File: src/rtl/floor_pkg.sv
package floor_pkg;

    //////////////////////////////
    // Building geometry
    //////////////////////////////

    // Serviced floors, floor 1 is index 0
    localparam int num_floors  = 11;
    localparam int floor_width = 4;

    // Sweep direction encoding, as seen on direction_selector
    localparam logic dir_up   = 1'b1;
    localparam logic dir_down = 1'b0;

    //////////////////////////////
    // Types
    //////////////////////////////

    // Floor index, 0 for floor 1 through 10 for floor 11
    typedef logic [floor_width-1:0] floor_t;

    // One bit per floor, for buttons and lamps
    typedef logic [num_floors-1:0] floor_mask_t;

    // Dispatch FSM
    // idle   : waiting for a lit lamp and a stopped, powered car
    // run    : activate_elevator high until the car reports arrival
    // arrive : one cycle to clear the lamps of the reached floor
    typedef enum logic [1:0] {
        dispatch_idle   = 2'd0,
        dispatch_run    = 2'd1,
        dispatch_arrive = 2'd2
    } dispatch_state_t;

endpackage

File: src/rtl/request_if.sv
`timescale 1ns/1ps

interface request_if import floor_pkg::*; ();

    // Lamp state, owned by the request bank
    floor_mask_t panel_lights;
    floor_mask_t call_lights;

    // Single cycle clear of both lamps at arrive_floor
    logic        arrive_clear;
    floor_t      arrive_floor;

    // Request bank side
    modport bank (
        output panel_lights,
        output call_lights,
        input  arrive_clear,
        input  arrive_floor
    );

    // Dispatch side
    modport control (
        input  panel_lights,
        input  call_lights,
        output arrive_clear,
        output arrive_floor
    );

endinterface

File: src/rtl/car_control.sv
`timescale 1ns/1ps

module car_control import floor_pkg::*; (
    input  logic       clock,
    input  logic       reset_n,
    input  floor_t     current_floor,
    input  logic       elevator_moving,
    input  logic       power_switch,
    input  logic       emergency_btn,
    input  logic       door_open_btn,
    input  logic       door_close_btn,
    request_if.control req,
    output floor_t     elevator_floor_selector,
    output logic       direction_selector,
    output logic       activate_elevator,
    output logic       door_open_allowed,
    output logic       door_close_allowed
);

    dispatch_state_t state;

    floor_mask_t pending;
    logic        here_lit;
    logic        up_found;
    floor_t      up_floor;
    logic        down_found;
    floor_t      down_floor;
    logic        next_found;
    floor_t      next_target;
    logic        next_dir;
    logic        car_ok;
    logic        at_target;

    //////////////////////////////
    // Sweep target search
    //////////////////////////////

    // Hall calls and car calls are served alike
    assign pending  = req.call_lights | req.panel_lights;
    assign here_lit = |(pending & (floor_mask_t'(1) << current_floor));

    // Lowest lit floor above the car, scanning top down so the last hit wins
    always_comb begin
        up_found = 1'b0;
        up_floor = '0;
        for (int i = num_floors - 1; i >= 0; i--) begin
            if (pending[i] && (floor_t'(i) > current_floor)) begin
                up_found = 1'b1;
                up_floor = floor_t'(i);
            end
        end
    end

    // Highest lit floor below the car
    always_comb begin
        down_found = 1'b0;
        down_floor = '0;
        for (int i = 0; i < num_floors; i++) begin
            if (pending[i] && (floor_t'(i) < current_floor)) begin
                down_found = 1'b1;
                down_floor = floor_t'(i);
            end
        end
    end

    // Keep sweeping while there is work ahead, otherwise turn around.
    // A lamp left lit at the car's own floor (after an aborted trip) is
    // taken last so it still gets cleared
    always_comb begin
        next_found  = 1'b1;
        next_target = current_floor;
        next_dir    = direction_selector;
        if (direction_selector == dir_up) begin
            if (up_found) begin
                next_target = up_floor;
            end else if (down_found) begin
                next_target = down_floor;
                next_dir    = dir_down;
            end else if (!here_lit) begin
                next_found = 1'b0;
            end
        end else begin
            if (down_found) begin
                next_target = down_floor;
            end else if (up_found) begin
                next_target = up_floor;
                next_dir    = dir_up;
            end else if (!here_lit) begin
                next_found = 1'b0;
            end
        end
    end

    //////////////////////////////
    // Dispatch FSM
    //////////////////////////////

    assign car_ok    = power_switch && !emergency_btn;
    assign at_target = !elevator_moving && (current_floor == elevator_floor_selector);

    always_ff @(posedge clock or negedge reset_n) begin
        if (!reset_n) begin
            state                   <= dispatch_idle;
            elevator_floor_selector <= '0;
            direction_selector      <= dir_up;
            activate_elevator       <= 1'b0;
        end else begin
            case (state)
                dispatch_idle: begin
                    if (next_found && !elevator_moving && car_ok) begin
                        elevator_floor_selector <= next_target;
                        direction_selector      <= next_dir;
                        activate_elevator       <= 1'b1;
                        state                   <= dispatch_run;
                    end
                end
                dispatch_run: begin
                    // Abort keeps the lamps, the trip is picked up again later
                    if (!car_ok) begin
                        activate_elevator <= 1'b0;
                        state             <= dispatch_idle;
                    end else if (at_target) begin
                        activate_elevator <= 1'b0;
                        state             <= dispatch_arrive;
                    end
                end
                dispatch_arrive: begin
                    state <= dispatch_idle;
                end
                default: begin
                    activate_elevator <= 1'b0;
                    state             <= dispatch_idle;
                end
            endcase
        end
    end

    // Lamps drop at the edge that leaves dispatch_arrive
    assign req.arrive_clear = (state == dispatch_arrive);
    assign req.arrive_floor = elevator_floor_selector;

    //////////////////////////////
    // Door permissions
    //////////////////////////////

    always_ff @(posedge clock or negedge reset_n) begin
        if (!reset_n) begin
            door_open_allowed  <= 1'b0;
            door_close_allowed <= 1'b0;
        end else begin
            door_open_allowed  <= !elevator_moving && power_switch && door_open_btn;
            door_close_allowed <= !elevator_moving && power_switch && door_close_btn;
        end
    end

endmodule

File: src/rtl/floor_logic_control_unit.sv
`timescale 1ns/1ps

module floor_logic_control_unit import floor_pkg::*; (
    input  logic        clock,
    input  logic        reset_n,

    // Buttons
    input  floor_mask_t floor_call_buttons,
    input  floor_mask_t panel_buttons,
    input  logic        door_open_btn,
    input  logic        door_close_btn,
    input  logic        emergency_btn,
    input  logic        power_switch,

    // Car status
    input  floor_t      current_floor,
    input  logic        elevator_moving,

    // Commands to the car
    output floor_t      elevator_floor_selector,
    output logic        direction_selector,
    output logic        activate_elevator,
    output logic        door_open_allowed,
    output logic        door_close_allowed,

    // Lamps
    output floor_mask_t call_button_lights,
    output floor_mask_t panel_button_lights
);

    request_if req_bus ();

    //////////////////////////////
    // Request lamps
    //////////////////////////////

    request_bank u_request_bank (
        .clock              (clock),
        .reset_n            (reset_n),
        .floor_call_buttons (floor_call_buttons),
        .panel_buttons      (panel_buttons),
        .current_floor      (current_floor),
        .power_switch       (power_switch),
        .emergency_btn      (emergency_btn),
        .req                (req_bus.bank)
    );

    //////////////////////////////
    // Dispatch and doors
    //////////////////////////////

    car_control u_car_control (
        .clock                   (clock),
        .reset_n                 (reset_n),
        .current_floor           (current_floor),
        .elevator_moving         (elevator_moving),
        .power_switch            (power_switch),
        .emergency_btn           (emergency_btn),
        .door_open_btn           (door_open_btn),
        .door_close_btn          (door_close_btn),
        .req                     (req_bus.control),
        .elevator_floor_selector (elevator_floor_selector),
        .direction_selector      (direction_selector),
        .activate_elevator       (activate_elevator),
        .door_open_allowed       (door_open_allowed),
        .door_close_allowed      (door_close_allowed)
    );

    // Lamp state leaves the chip straight from the bank registers
    assign call_button_lights  = req_bus.call_lights;
    assign panel_button_lights = req_bus.panel_lights;

endmodule

File: src/rtl/request_bank.sv
`timescale 1ns/1ps

module request_bank import floor_pkg::*; (
    input  logic        clock,
    input  logic        reset_n,
    input  floor_mask_t floor_call_buttons,
    input  floor_mask_t panel_buttons,
    input  floor_t      current_floor,
    input  logic        power_switch,
    input  logic        emergency_btn,
    request_if.bank     req
);

    floor_mask_t here_mask;
    floor_mask_t clear_mask;
    floor_mask_t press_enable;
    floor_mask_t call_next;
    floor_mask_t panel_next;
    floor_mask_t call_lamps;
    floor_mask_t panel_lamps;

    //////////////////////////////
    // Press qualification
    //////////////////////////////

    // The floor the car sits at never lights, it is served already
    assign here_mask = floor_mask_t'(1) << current_floor;

    // All buttons are dead with power off or in an emergency
    assign press_enable = (power_switch && !emergency_btn) ? ~here_mask : '0;

    // Arrival wipes hall and car lamps of the reached floor together
    assign clear_mask = req.arrive_clear ? (floor_mask_t'(1) << req.arrive_floor) : '0;

    // Every pressed button lands in the same cycle, clear wins on overlap
    assign call_next  = (call_lamps  | (floor_call_buttons & press_enable)) & ~clear_mask;
    assign panel_next = (panel_lamps | (panel_buttons      & press_enable)) & ~clear_mask;

    //////////////////////////////
    // Lamp registers
    //////////////////////////////

    always_ff @(posedge clock or negedge reset_n) begin
        if (!reset_n) begin
            call_lamps  <= '0;
            panel_lamps <= '0;
        end else begin
            call_lamps  <= call_next;
            panel_lamps <= panel_next;
        end
    end

    assign req.call_lights  = call_lamps;
    assign req.panel_lights = panel_lamps;

endmodule

File: config.mk
export PLATFORM = sky130hd
export DESIGN_NAME = floor_logic_control_unit
export DESIGN_NICKNAME = d
export VERILOG_FILES = /design/src/rtl/floor_pkg.sv /design/src/rtl/request_if.sv /design/src/rtl/car_control.sv /design/src/rtl/floor_logic_control_unit.sv /design/src/rtl/request_bank.sv
export SDC_FILE = /design/constraint.sdc
export NUM_CORES = 1
export LEC_CHECK = 0
export BUFFER_PORTS_ARGS = -buffer_cell sky130_fd_sc_hd__buf_2
export CAP_MARGIN = 20
export CORE_UTILIZATION = 40
export CTS_CLUSTER_SIZE = 40
export DETAILED_ROUTE_END_ITERATION = 16
export PLACE_DENSITY = 0.67
export SYNTH_ARGS = -nofsm -noshare
export SYNTH_HDL_FRONTEND = slang
export SYNTH_SLANG_ARGS = --single-unit
File: constraint.sdc
create_clock -name clock -period 2 [get_ports clock]
set_input_delay 0.1 -clock clock [delete_from_list [all_inputs] [get_ports clock]]
set_output_delay 0.1 -clock clock [all_outputs]
set_load 0.01 [all_outputs]
### After elaboration in Yosys (flattened, before gate mapping)

Index checks and enable logic that the tools add are counted.

* add/sub/neg operators: 0
* $mul: 0
* divide/modulo/power cells: 0
* $lt $le $gt $ge: 22
* equal/unequal tests: 5
* shift-type cells: 2
* muxes and demuxes: 69
* bitwise gates (word level): 11
* reductions and logical operators: 36

Operators by type and width (number)
* $mux W4: 19
* $and A11 B11 Y11: 5
* $mux W1: 37
* $or A11 B11 Y11: 3
* $logic_and A1 B1 Y1: 29
* $mux W11: 2
* $not A11 Y11: 2
* $shl A1 B4 Y11 const A: 2
* $gt A3 B4 Y1 const A: 4
* $lt A3 B4 Y1 const A: 4
* $gt A4 B4 Y1 const A: 3
* $lt A4 B4 Y1 const A: 3
* $mux W3: 4
* $reduce_or A11 Y1: 1
* $mux W2: 5
* $gt A1 B4 Y1 const A: 2
* $gt A2 B4 Y1 const A: 2
* $lt A1 B4 Y1 const A: 2
* $lt A2 B4 Y1 const A: 2
* $eq A4 B4 Y1: 1
* $pmux W2 S2: 1
* $reduce_and A2 Y1: 2
* $ne A3 B3 Y1 const B: 1
* $pmux W1 S3: 1
* 7 further kinds: 8

* bits in registers: 32
* bits in latches: 0
* bits in writable memories: 0
* memory bits (read-only): 0
* input bits: 33
* output and inout bits: 30
* word-level logic and storage cells: 153
* memories: 0

### Longest topological paths before layout

Gate-level depths: netlist (run 1).

* word-level depth: 20
* mapped depth: 10
* gate-level depth less buffers: 7

### Hierarchy

From an unflattened synthesis (run 1), not the netlist that was laid out.

* cell total of the unflattened synthesis: 267
* area, all modules: 2413.6 µm²

By module, submodules not included
* car_control: times used 1, cells each 166, area an instance 1351.3 µm²
* request_bank: times used 1, cells each 101, area an instance 1062.3 µm²

### Least setup slack after synthesis (run 1)

Ideal clock, no wire load.

* kind: register to register
* start: register u_request_bank.panel_lamps[9], in the netlist u_request_bank.req.panel_lights[9]
* end: register u_car_control.state[0]
* library setup time: 0.124 ns
* arrival time: 2.089 ns
* path slack: -0.214 ns
* stages on the path, launching flop included: 8
* period minus slack after synthesis: 2.214 ns
* cells stage by stage: dfrtp_1 -> or4_1 -> a32oi_1 -> nand4_1 -> nand4bb_1 -> o21a_1 -> buf_2 -> or2_1

* cells in the longest elaborated chain, start to end: 19
* elaborated cells on any way between the ends: 27
* classes of those cells: eq/ne (1); mux (18); bitwise (2); reduce/logical (6)

Ends and longest elaborated chain
* start: declaration: RTL line request_bank.sv:20 `floor_mask_t panel_lamps;`
* start signal: assignment: RTL line request_bank.sv:49 `panel_lamps <= panel_next;`
* $or A11 B11 Y11 *: RTL line car_control.sv:39 `assign pending = req.call_lights | req.panel_lights;`
* $logic_and A1 B1 Y1: RTL line car_control.sv:47 `if (pending[i] && (floor_t'(i) > current_floor)) begin`
* $mux W1 (10 in a row): RTL line car_control.sv:47
* $mux W1: RTL line car_control.sv:85 `end else if (up_found) begin`
* $mux W1: RTL line car_control.sv:83 `if (down_found) begin`
* $mux W1 *: RTL line car_control.sv:73 `if (direction_selector == dir_up) begin`
* $logic_and A1 B1 Y1 * (2 in a row): RTL line car_control.sv:110 `if (next_found && !elevator_moving && car_ok) begin`
* $ne A2 B1 Y1 (no line) *
* $reduce_and A2 Y1 (no line) *
* end signal: assignment: RTL line car_control.sv:114 `state <= dispatch_run;`
* end signal: assignment: RTL line car_control.sv:121 `state <= dispatch_idle;`
* end signal: assignment: RTL line car_control.sv:124 `state <= dispatch_arrive;`
* end: declaration: RTL line car_control.sv:20 `dispatch_state_t state;`

Every way passes the cells marked *; elsewhere a longest branch is shown, timed or not.
A chain may end at the register's enable or synchronous reset.

### Worst setup path in the final report (run 1)

Ends and elaborated chain as after synthesis.

==> qor.txt, run 1 <==
status = finished, violations left
failing checks = setup timing
Net Count, Synth = 301
Max Clock Skew = 0.00380 ns
placed insts = 456
Yosys top cell by area = dfrtp_1
WP data required = 2.17 ns
worst hold path class = in -> reg
Syn Inst Count = 268
Peak VDD IR = 0.327 mV
Hold Fails Final Rpt = 0
Final #Nets = 429
# setup viols final = 7
EDFF count, synth = 0
CP Cell Sequence = buf_4 -> or3b_4 -> a32oi_2 -> nand4_1 -> nand4bb_4 -> o21a_4 -> or2_1
Yosys top cell area share = 36.8%
pre-CTS setup slack = -0.379 ns
ant diodes = 0
family with the most delay on the worst path = simple AND/OR/NAND/NOR gates
clock sinks = 32
routability cong. = 0.931
die area = 0.00556 mm2
Clock Pin Slew Worst Setup and Hold Paths = 0.07 ns
worst setup path class = reg -> reg
Post-synth top flop = dfrtp_1
DR vias = 2607
vias in the first global route = 2358
clk_lat worst skew = 0.28 ns
largest net degree at the start of global routing = 33
chip height = 74.6 um
CTS tree = done
Async S/R FF share, synth = 100%
share of cells above drive strength 1 = 40.6%
RSZ-0062 raised after global routing = yes
routed vias/inst = 5.58
critical path's slowest cell = dfrtp_2
Slew Limit Fails = 0
Fmax achieved = 0.429 GHz
H-Tree Depth = 2
critical path endpoint category = register
Worst Max-Slew Pin Slew = 0.735 ns
CP bufs+invs = 1
# rows = 26
die span in x = 74.6 um
hpwl dp = 5450 um
Commonest cells post-synth = nor2_1 (64), a21oi_1 (39), dfrtp_1 (31)
Ports = 63
Netlist cell types = 57
cell leakage power = 1.34 nW
total grt overflow = 0
Initial Utilization = 41.5%
setup ws final = -0.330 ns
most frequent cell after synthesis = nor2_1
area grow syn2layout = 50.4%
final instance count without filler cells = 467
critical path depth = 7
max cap viols = 0
GRT Util Overall = 27.3%
Ys Warns = 0
worst relative slew slack = 50.6%
critical path peak fanout = 5
TritonRoute pass-1 iters = 5
root buf cell = clkbuf_8
clk buf depth = 2
final wirelength = 7180 um
FF-to-FF path depth = 7
drt wl/cell = 15.4 um
Largest stage delay, worst path = 0.40 ns
WHS Path Cells = 3
antenna violations before repair = 0
Core Area = 0.00507 mm2
# DRC = 0
CTS buffer count = 5
arrival time at the worst endpoint = 2.50 ns
Routed Antenna Nets = 0
Power Density = 559 mW/mm2
Port Buf Inserts = 62
first-pass GRT wire length = 11300 um
period utilization = 117%
Startpoint Class = register
filler cell count = 481
min Tclk post-route = 2.33 ns
Mapped Area = 0.00211 mm2
drt initial violations = 230
Synth Register Bits = 32
top cells by area, synth = dfrtp_1 (37%), nor2_1 (11%), a21oi_1 (9.3%)
Post-Syn Area per Cell = 7.86 um2
sequential-to-total area share from yosys stat = 38.1%
## where the power goes
group / internal (mW) / total [mW] / switching (mW) / leakage (nW)
registers: 0.694 / 0.779 / 0.0848 / 0.315
clock network: 0.244 / 0.483 / 0.239 / 0.0422
logic: 0.245 / 0.509 / 0.264 / 0.983
## state kept, by name, summed over array words and instances (netlist names)
| signal | cells |
|---|---|
| u_car_control.activate_elevator | 1 |
| u_car_control.direction_selector | 1 |
| u_car_control.door_close_allowed | 1 |
| u_car_control.door_open_allowed | 1 |
| u_car_control.elevator_floor_selector | 4 |
| u_car_control.state | 2 |
| u_request_bank.req.call_lights | 11 |
| u_request_bank.req.panel_lights | 11 |
## repair_timing
| item | in CTS | in global routing |
|---|---|---|
| cloned | 0 | 1 |
| endpoints found under the setup margin | 7 | 7 |
| hold endpoints to repair | 31 | 0 |
| pin swaps | 7 | 5 |
| resized for setup | 5 | 13 |
| buffers inserted | 0 | 1 |
| hold buffers | 1 | 0 |
## logic make-up after synthesis
| kind of cell | count (synthesis) | share of synthesized area (%) |
|---|---|---|
| buffers and inverters | 18 | 3.74 |
| flip-flops | 32 | 38.1 |
| AO/OA/AOI/OAI | 101 | 29.9 |
| XOR/XNOR | 4 | 1.66 |
| AND/OR/NAND/NOR | 113 | 26.6 |
## cell usage in the layout, fill, tap and decap left out, types with 3 or more instances in the layout
cell type and count:
xnor2_1 3, dfrtp_1 30, nand2_1 8, o22ai_1 3, nor2_1 62, a21oi_1 37, a31oi_1 9, o211ai_1 8
o21ai_1 4, buf_2 62, nand3_1 3, clkbuf_8 5, buf_4 67, nand2b_1 5, nor3_1 8, o21ai_0 13
inv_1 5
## metrics by stage
stage          util (%)  hold slack [ns]  area, um2  TNS, ns  total power, mW
4_1_cts            61.1           0.0427       3100    -1.50             1.75
2_1_floorplan         -           -0.196       2110   -0.835             1.00
3_3_place_gp       58.9            0.190       2990    -1.40             1.26
6_report           62.4           0.0428       3170    -1.75             1.77
5_1_grt            62.4           0.0560       3170    -2.37             1.86
3_5_place_dp       58.9            0.213       2990    -1.97             1.26
## path summary, 6_finish.rpt
kind                                                               from                                            to  slack (ns)
setup reg to reg           u_request_bank.req.panel_lights[9]$_DFF_PN0_            u_car_control.state[0]$_DFFE_PN0P_       -0.33
hold / removal                                    floor_call_buttons[0]   u_request_bank.req.call_lights[0]$_DFF_PN0_        0.04
min in group asynchronous                                       reset_n     u_car_control.door_open_allowed$_DFF_PN0_        0.41
max in group asynchronous                                       reset_n  u_request_bank.req.panel_lights[9]$_DFF_PN0_        1.07
hold reg to reg             u_car_control.activate_elevator$_DFFE_PN0P_   u_car_control.activate_elevator$_DFFE_PN0P_        0.54
setup / recovery           u_request_bank.req.panel_lights[9]$_DFF_PN0_            u_car_control.state[0]$_DFFE_PN0P_       -0.33
## tightest hold or removal path, cell delays in order
cell	delay, ns
buf_2	0.07
a21oi_1	0.05
nor2_1	0.07
## area by class of cell
| type | instances | area, um2 | share of cell area [%] |
|---|---|---|---|
| Clock inverter | 1 | 5.00 | 0.158 |
| Tap cell | 70 | 87.6 | 2.76 |
| Sequential cell | 32 | 803 | 25.4 |
| Clock buffer | 7 | 76.3 | 2.41 |
| Inverter | 5 | 18.8 | 0.592 |
| Multi-Input combinational cell | 219 | 1300 | 41.1 |
| Timing Repair Buffer | 133 | 875 | 27.6 |
## per-layer routing
| metal | routed length, um | up-vias | GRT usage, % |
|---|---|---|---|
| met4 | 190 | 0 | 9.22 |
| met2 | 3380 | 124 | 43.9 |
| li1 | - | 1242 | - |
| met1 | 3120 | 1224 | 37.3 |
| met5 | 0 | - | 0 |
| met3 | 485 | 17 | 4.61 |
Power figures use the tool's default switching activity.
==> inputs of run 2 (changes only) <==
Settings changed: BUFFER_PORTS_ARGS -buffer_cell sky130_fd_sc_hd__buf_2 to unset, DONT_BUFFER_PORTS set to 1, PLACE_DENSITY 0.67 to unset.
==> run 2 against run 1 <==
  * The run ends with DRC, setup timing left
  * Largest power group unchanged
  * Maximum frequency rose by 1.2%
  * Final cell count decreased by 9.9%
  * Register-to-register slack better by 0.03 ns
  * Die area is the same
  * Clock-buffer cell count stayed put
==> qor.txt, run 2 (synthesis results as in run 1) <==
Sw Ratio = 31.3% (-1.8 points)
cell leakage power = 1.18 nW (-12%)
critical path's slowest cell = or4_4
Port Buf Inserts = 0 (-100%)
Max Clock Skew = 0.00277 ns (-0.00103 ns)
chip height = 74.6 um (unchanged)
first-pass GRT wire length = 11400 um (+0.73%)
CTS buffer count = 5 (unchanged)
ant diodes = 0 (unchanged)
failing checks = DRC, setup timing
Fmax achieved = 0.434 GHz (+1.2%)
routed vias/inst = 5.77 (+3.3%)
worst hold path class = in -> reg
status = finished, violations left
Flop pwr share = 45.7% (+1.7 points)
most frequent cells in the layout = nor2_1 (64), buf_4 (61), a21oi_1 (38)
critical path peak fanout = 10 (+5)
share of cells above drive strength 1 = 25.1% (-15 points)
die span in x = 74.6 um (unchanged)
routability cong. = 0.960 (+3.1%)
Routed Antenna Nets = 0 (unchanged)
hpwl dp = 5060 um (-7.2%)
clock sinks = 32 (unchanged)
Clock Power Share = 28.6% (+1.3 points)
Final #Nets = 383 (-11%)
root buf cell = clkbuf_8
max cap viols = 0 (unchanged)
DR vias = 2428 (-6.9%)
Slew Limit Fails = 0 (unchanged)
RSZ-0062 raised after global routing = yes
period utilization = 115% (-1.4 points)
Core Area = 0.00507 mm2 (unchanged)
drt initial violations = 228 (-0.87%)
GRT Util Overall = 27.4% (+0.088 points)
drt wl/cell = 16.8 um (+9.3%)
antenna violations before repair = 0 (unchanged)
CTS tree = done
# setup viols final = 7 (unchanged)
pre-CTS setup slack = -0.329 ns (+0.0499 ns)
final wirelength = 7080 um (-1.5%)
commonest non-fill, non-tap cell in the layout = nor2_1
CP Cell Sequence = or4_4 -> a32oi_2 -> nand4_1 -> nand4bb_4 -> o21a_4 -> or2_1
arrival time at the worst endpoint = 2.48 ns (-0.02 ns)
Peak VDD IR = 0.332 mV (+1.6%)
Ports = 63 (unchanged)
# DRC = 1 (+1)
Initial Utilization = 41.5% (unchanged)
Hold Fails Final Rpt = 0 (unchanged)
critical path endpoint category = register
die area = 0.00556 mm2 (unchanged)
setup TNS = -1.75 ns (+0.00327 ns)
min Tclk post-route = 2.30 ns (-0.0279 ns)
family with the most delay on the worst path = simple AND/OR/NAND/NOR gates
clk buf depth = 2 (unchanged)
Startpoint Class = register
clk_lat worst skew = 0.28 ns (about the same)
# rows = 26 (unchanged)
Psw = 0.527 mW (-10%)
internal power = 1.16 mW (-2.4%)
worst setup path class = reg -> reg
combinational share of power = 25.7% (-3.0 points)
worst relative slew slack = 59.0% (+8.4 points)
area grow syn2layout = 42.7%
setup ws final = -0.302 ns (+0.0279 ns)
Power Density = 560 mW/mm2 (+0.14%)
Largest stage delay, worst path = 0.52 ns (+0.12 ns)
TritonRoute pass-1 iters = 10 (+5)
Clock Pin Slew Worst Setup and Hold Paths = 0.07 ns (about the same)
Total Power = 1.68 mW (-5.0%)
Worst Max-Slew Pin Slew = 0.609 ns (-0.125 ns)
largest net degree at the start of global routing = 34 (+3.0%)
vias in the first global route = 2390 (+1.4%)
WP data required = 2.17 ns (about the same)
H-Tree Depth = 2 (unchanged)
filler cell count = 514 (+6.9%)
total grt overflow = 0 (unchanged)
Hold WS = 0.00188 ns (-0.0409 ns)
CP bufs+invs = 0 (-1)
run 2: changes by cell type in the layout (fill, tap and decap cells not counted), moves of 2 or more:
cell           delta
dlygate4sd3_1    +24
buf_4             -6
buf_2            -62
nor2_1            +2
run 2: through the flow:
step	cells	util [%]	cell area, um2
after detailed placement	385	50.9	2580
after global routing	421	59.2	3010
final	421	59.2	3010
after global placement	385	50.9	2580
after CTS	420	58.7	2980
after floorplan	268	-	2110
run 2: area by class of cell:
class                      count  area, um2  share of cell area (%)
inverter                       5       18.8                   0.624
multi-input combinational    218       1270                    42.4
clock buffer                   7       76.3                    2.54
tap                           70       87.6                    2.91
sequential                    32        803                    26.7
timing repair buffer          88        739                    24.6
clock inverter                 1       5.00                   0.167
run 2: power groups by stage:
stage	sequential, mW	clock (mW)	combinational (mW)
final	0.769	0.482	0.432
after global routing	0.775	0.516	0.474
after CTS	0.768	0.496	0.423
after detailed placement	0.780	0	0.360
after global placement	0.778	0	0.357
after floorplan	0.770	0	0.235
run 2: worst register-to-register path: stages (launching register included):
cell and delay [ns]:
dfrtp_2 0.42, or4_4 0.52, a32oi_2 0.26, nand4_1 0.23, nand4bb_4 0.30, o21a_4 0.26
or2_1 0.21
run 2: path summary, 6_finish.rpt:
check                                                        startpoint  cells past startpoint  slack [ns]                                              endpoint
max                        u_request_bank.req.panel_lights[9]$_DFF_PN0_                      6       -0.30                    u_car_control.state[0]$_DFFE_PN0P_
min                                                      door_close_btn                      1       0.002            u_car_control.door_close_allowed$_DFF_PN0_
max reg2reg                u_request_bank.req.panel_lights[9]$_DFF_PN0_                      6       -0.30                    u_car_control.state[0]$_DFFE_PN0P_
min reg2reg                 u_car_control.activate_elevator$_DFFE_PN0P_                      2        0.61           u_car_control.activate_elevator$_DFFE_PN0P_
max in group asynchronous                                       reset_n                      2        1.49          u_car_control.direction_selector$_DFFE_PN1P_
min in group asynchronous                                       reset_n                      2        0.27  u_car_control.elevator_floor_selector[0]$_DFFE_PN0P_
run 2: timing repair:
action | 4_1_cts | 5_1_grt
endpoints found under the setup margin | 7 | 7
resized for setup | 10 | 2
buffers inserted | 1 | 1
pin swaps | 8 | 5
hold endpoints to repair | 55 | 0
hold buffers | 26 | 0
run 2: routing by layer:
metal  vias to the layer above  GRT usage (%)  part of all wire [%]
li1                       1153              -                     -
met5                         -              0                     0
met1                      1164           35.8                    42
met4                         0           9.64                   1.9
met2                        97           44.9                    49
met3                        14           5.83                   6.8
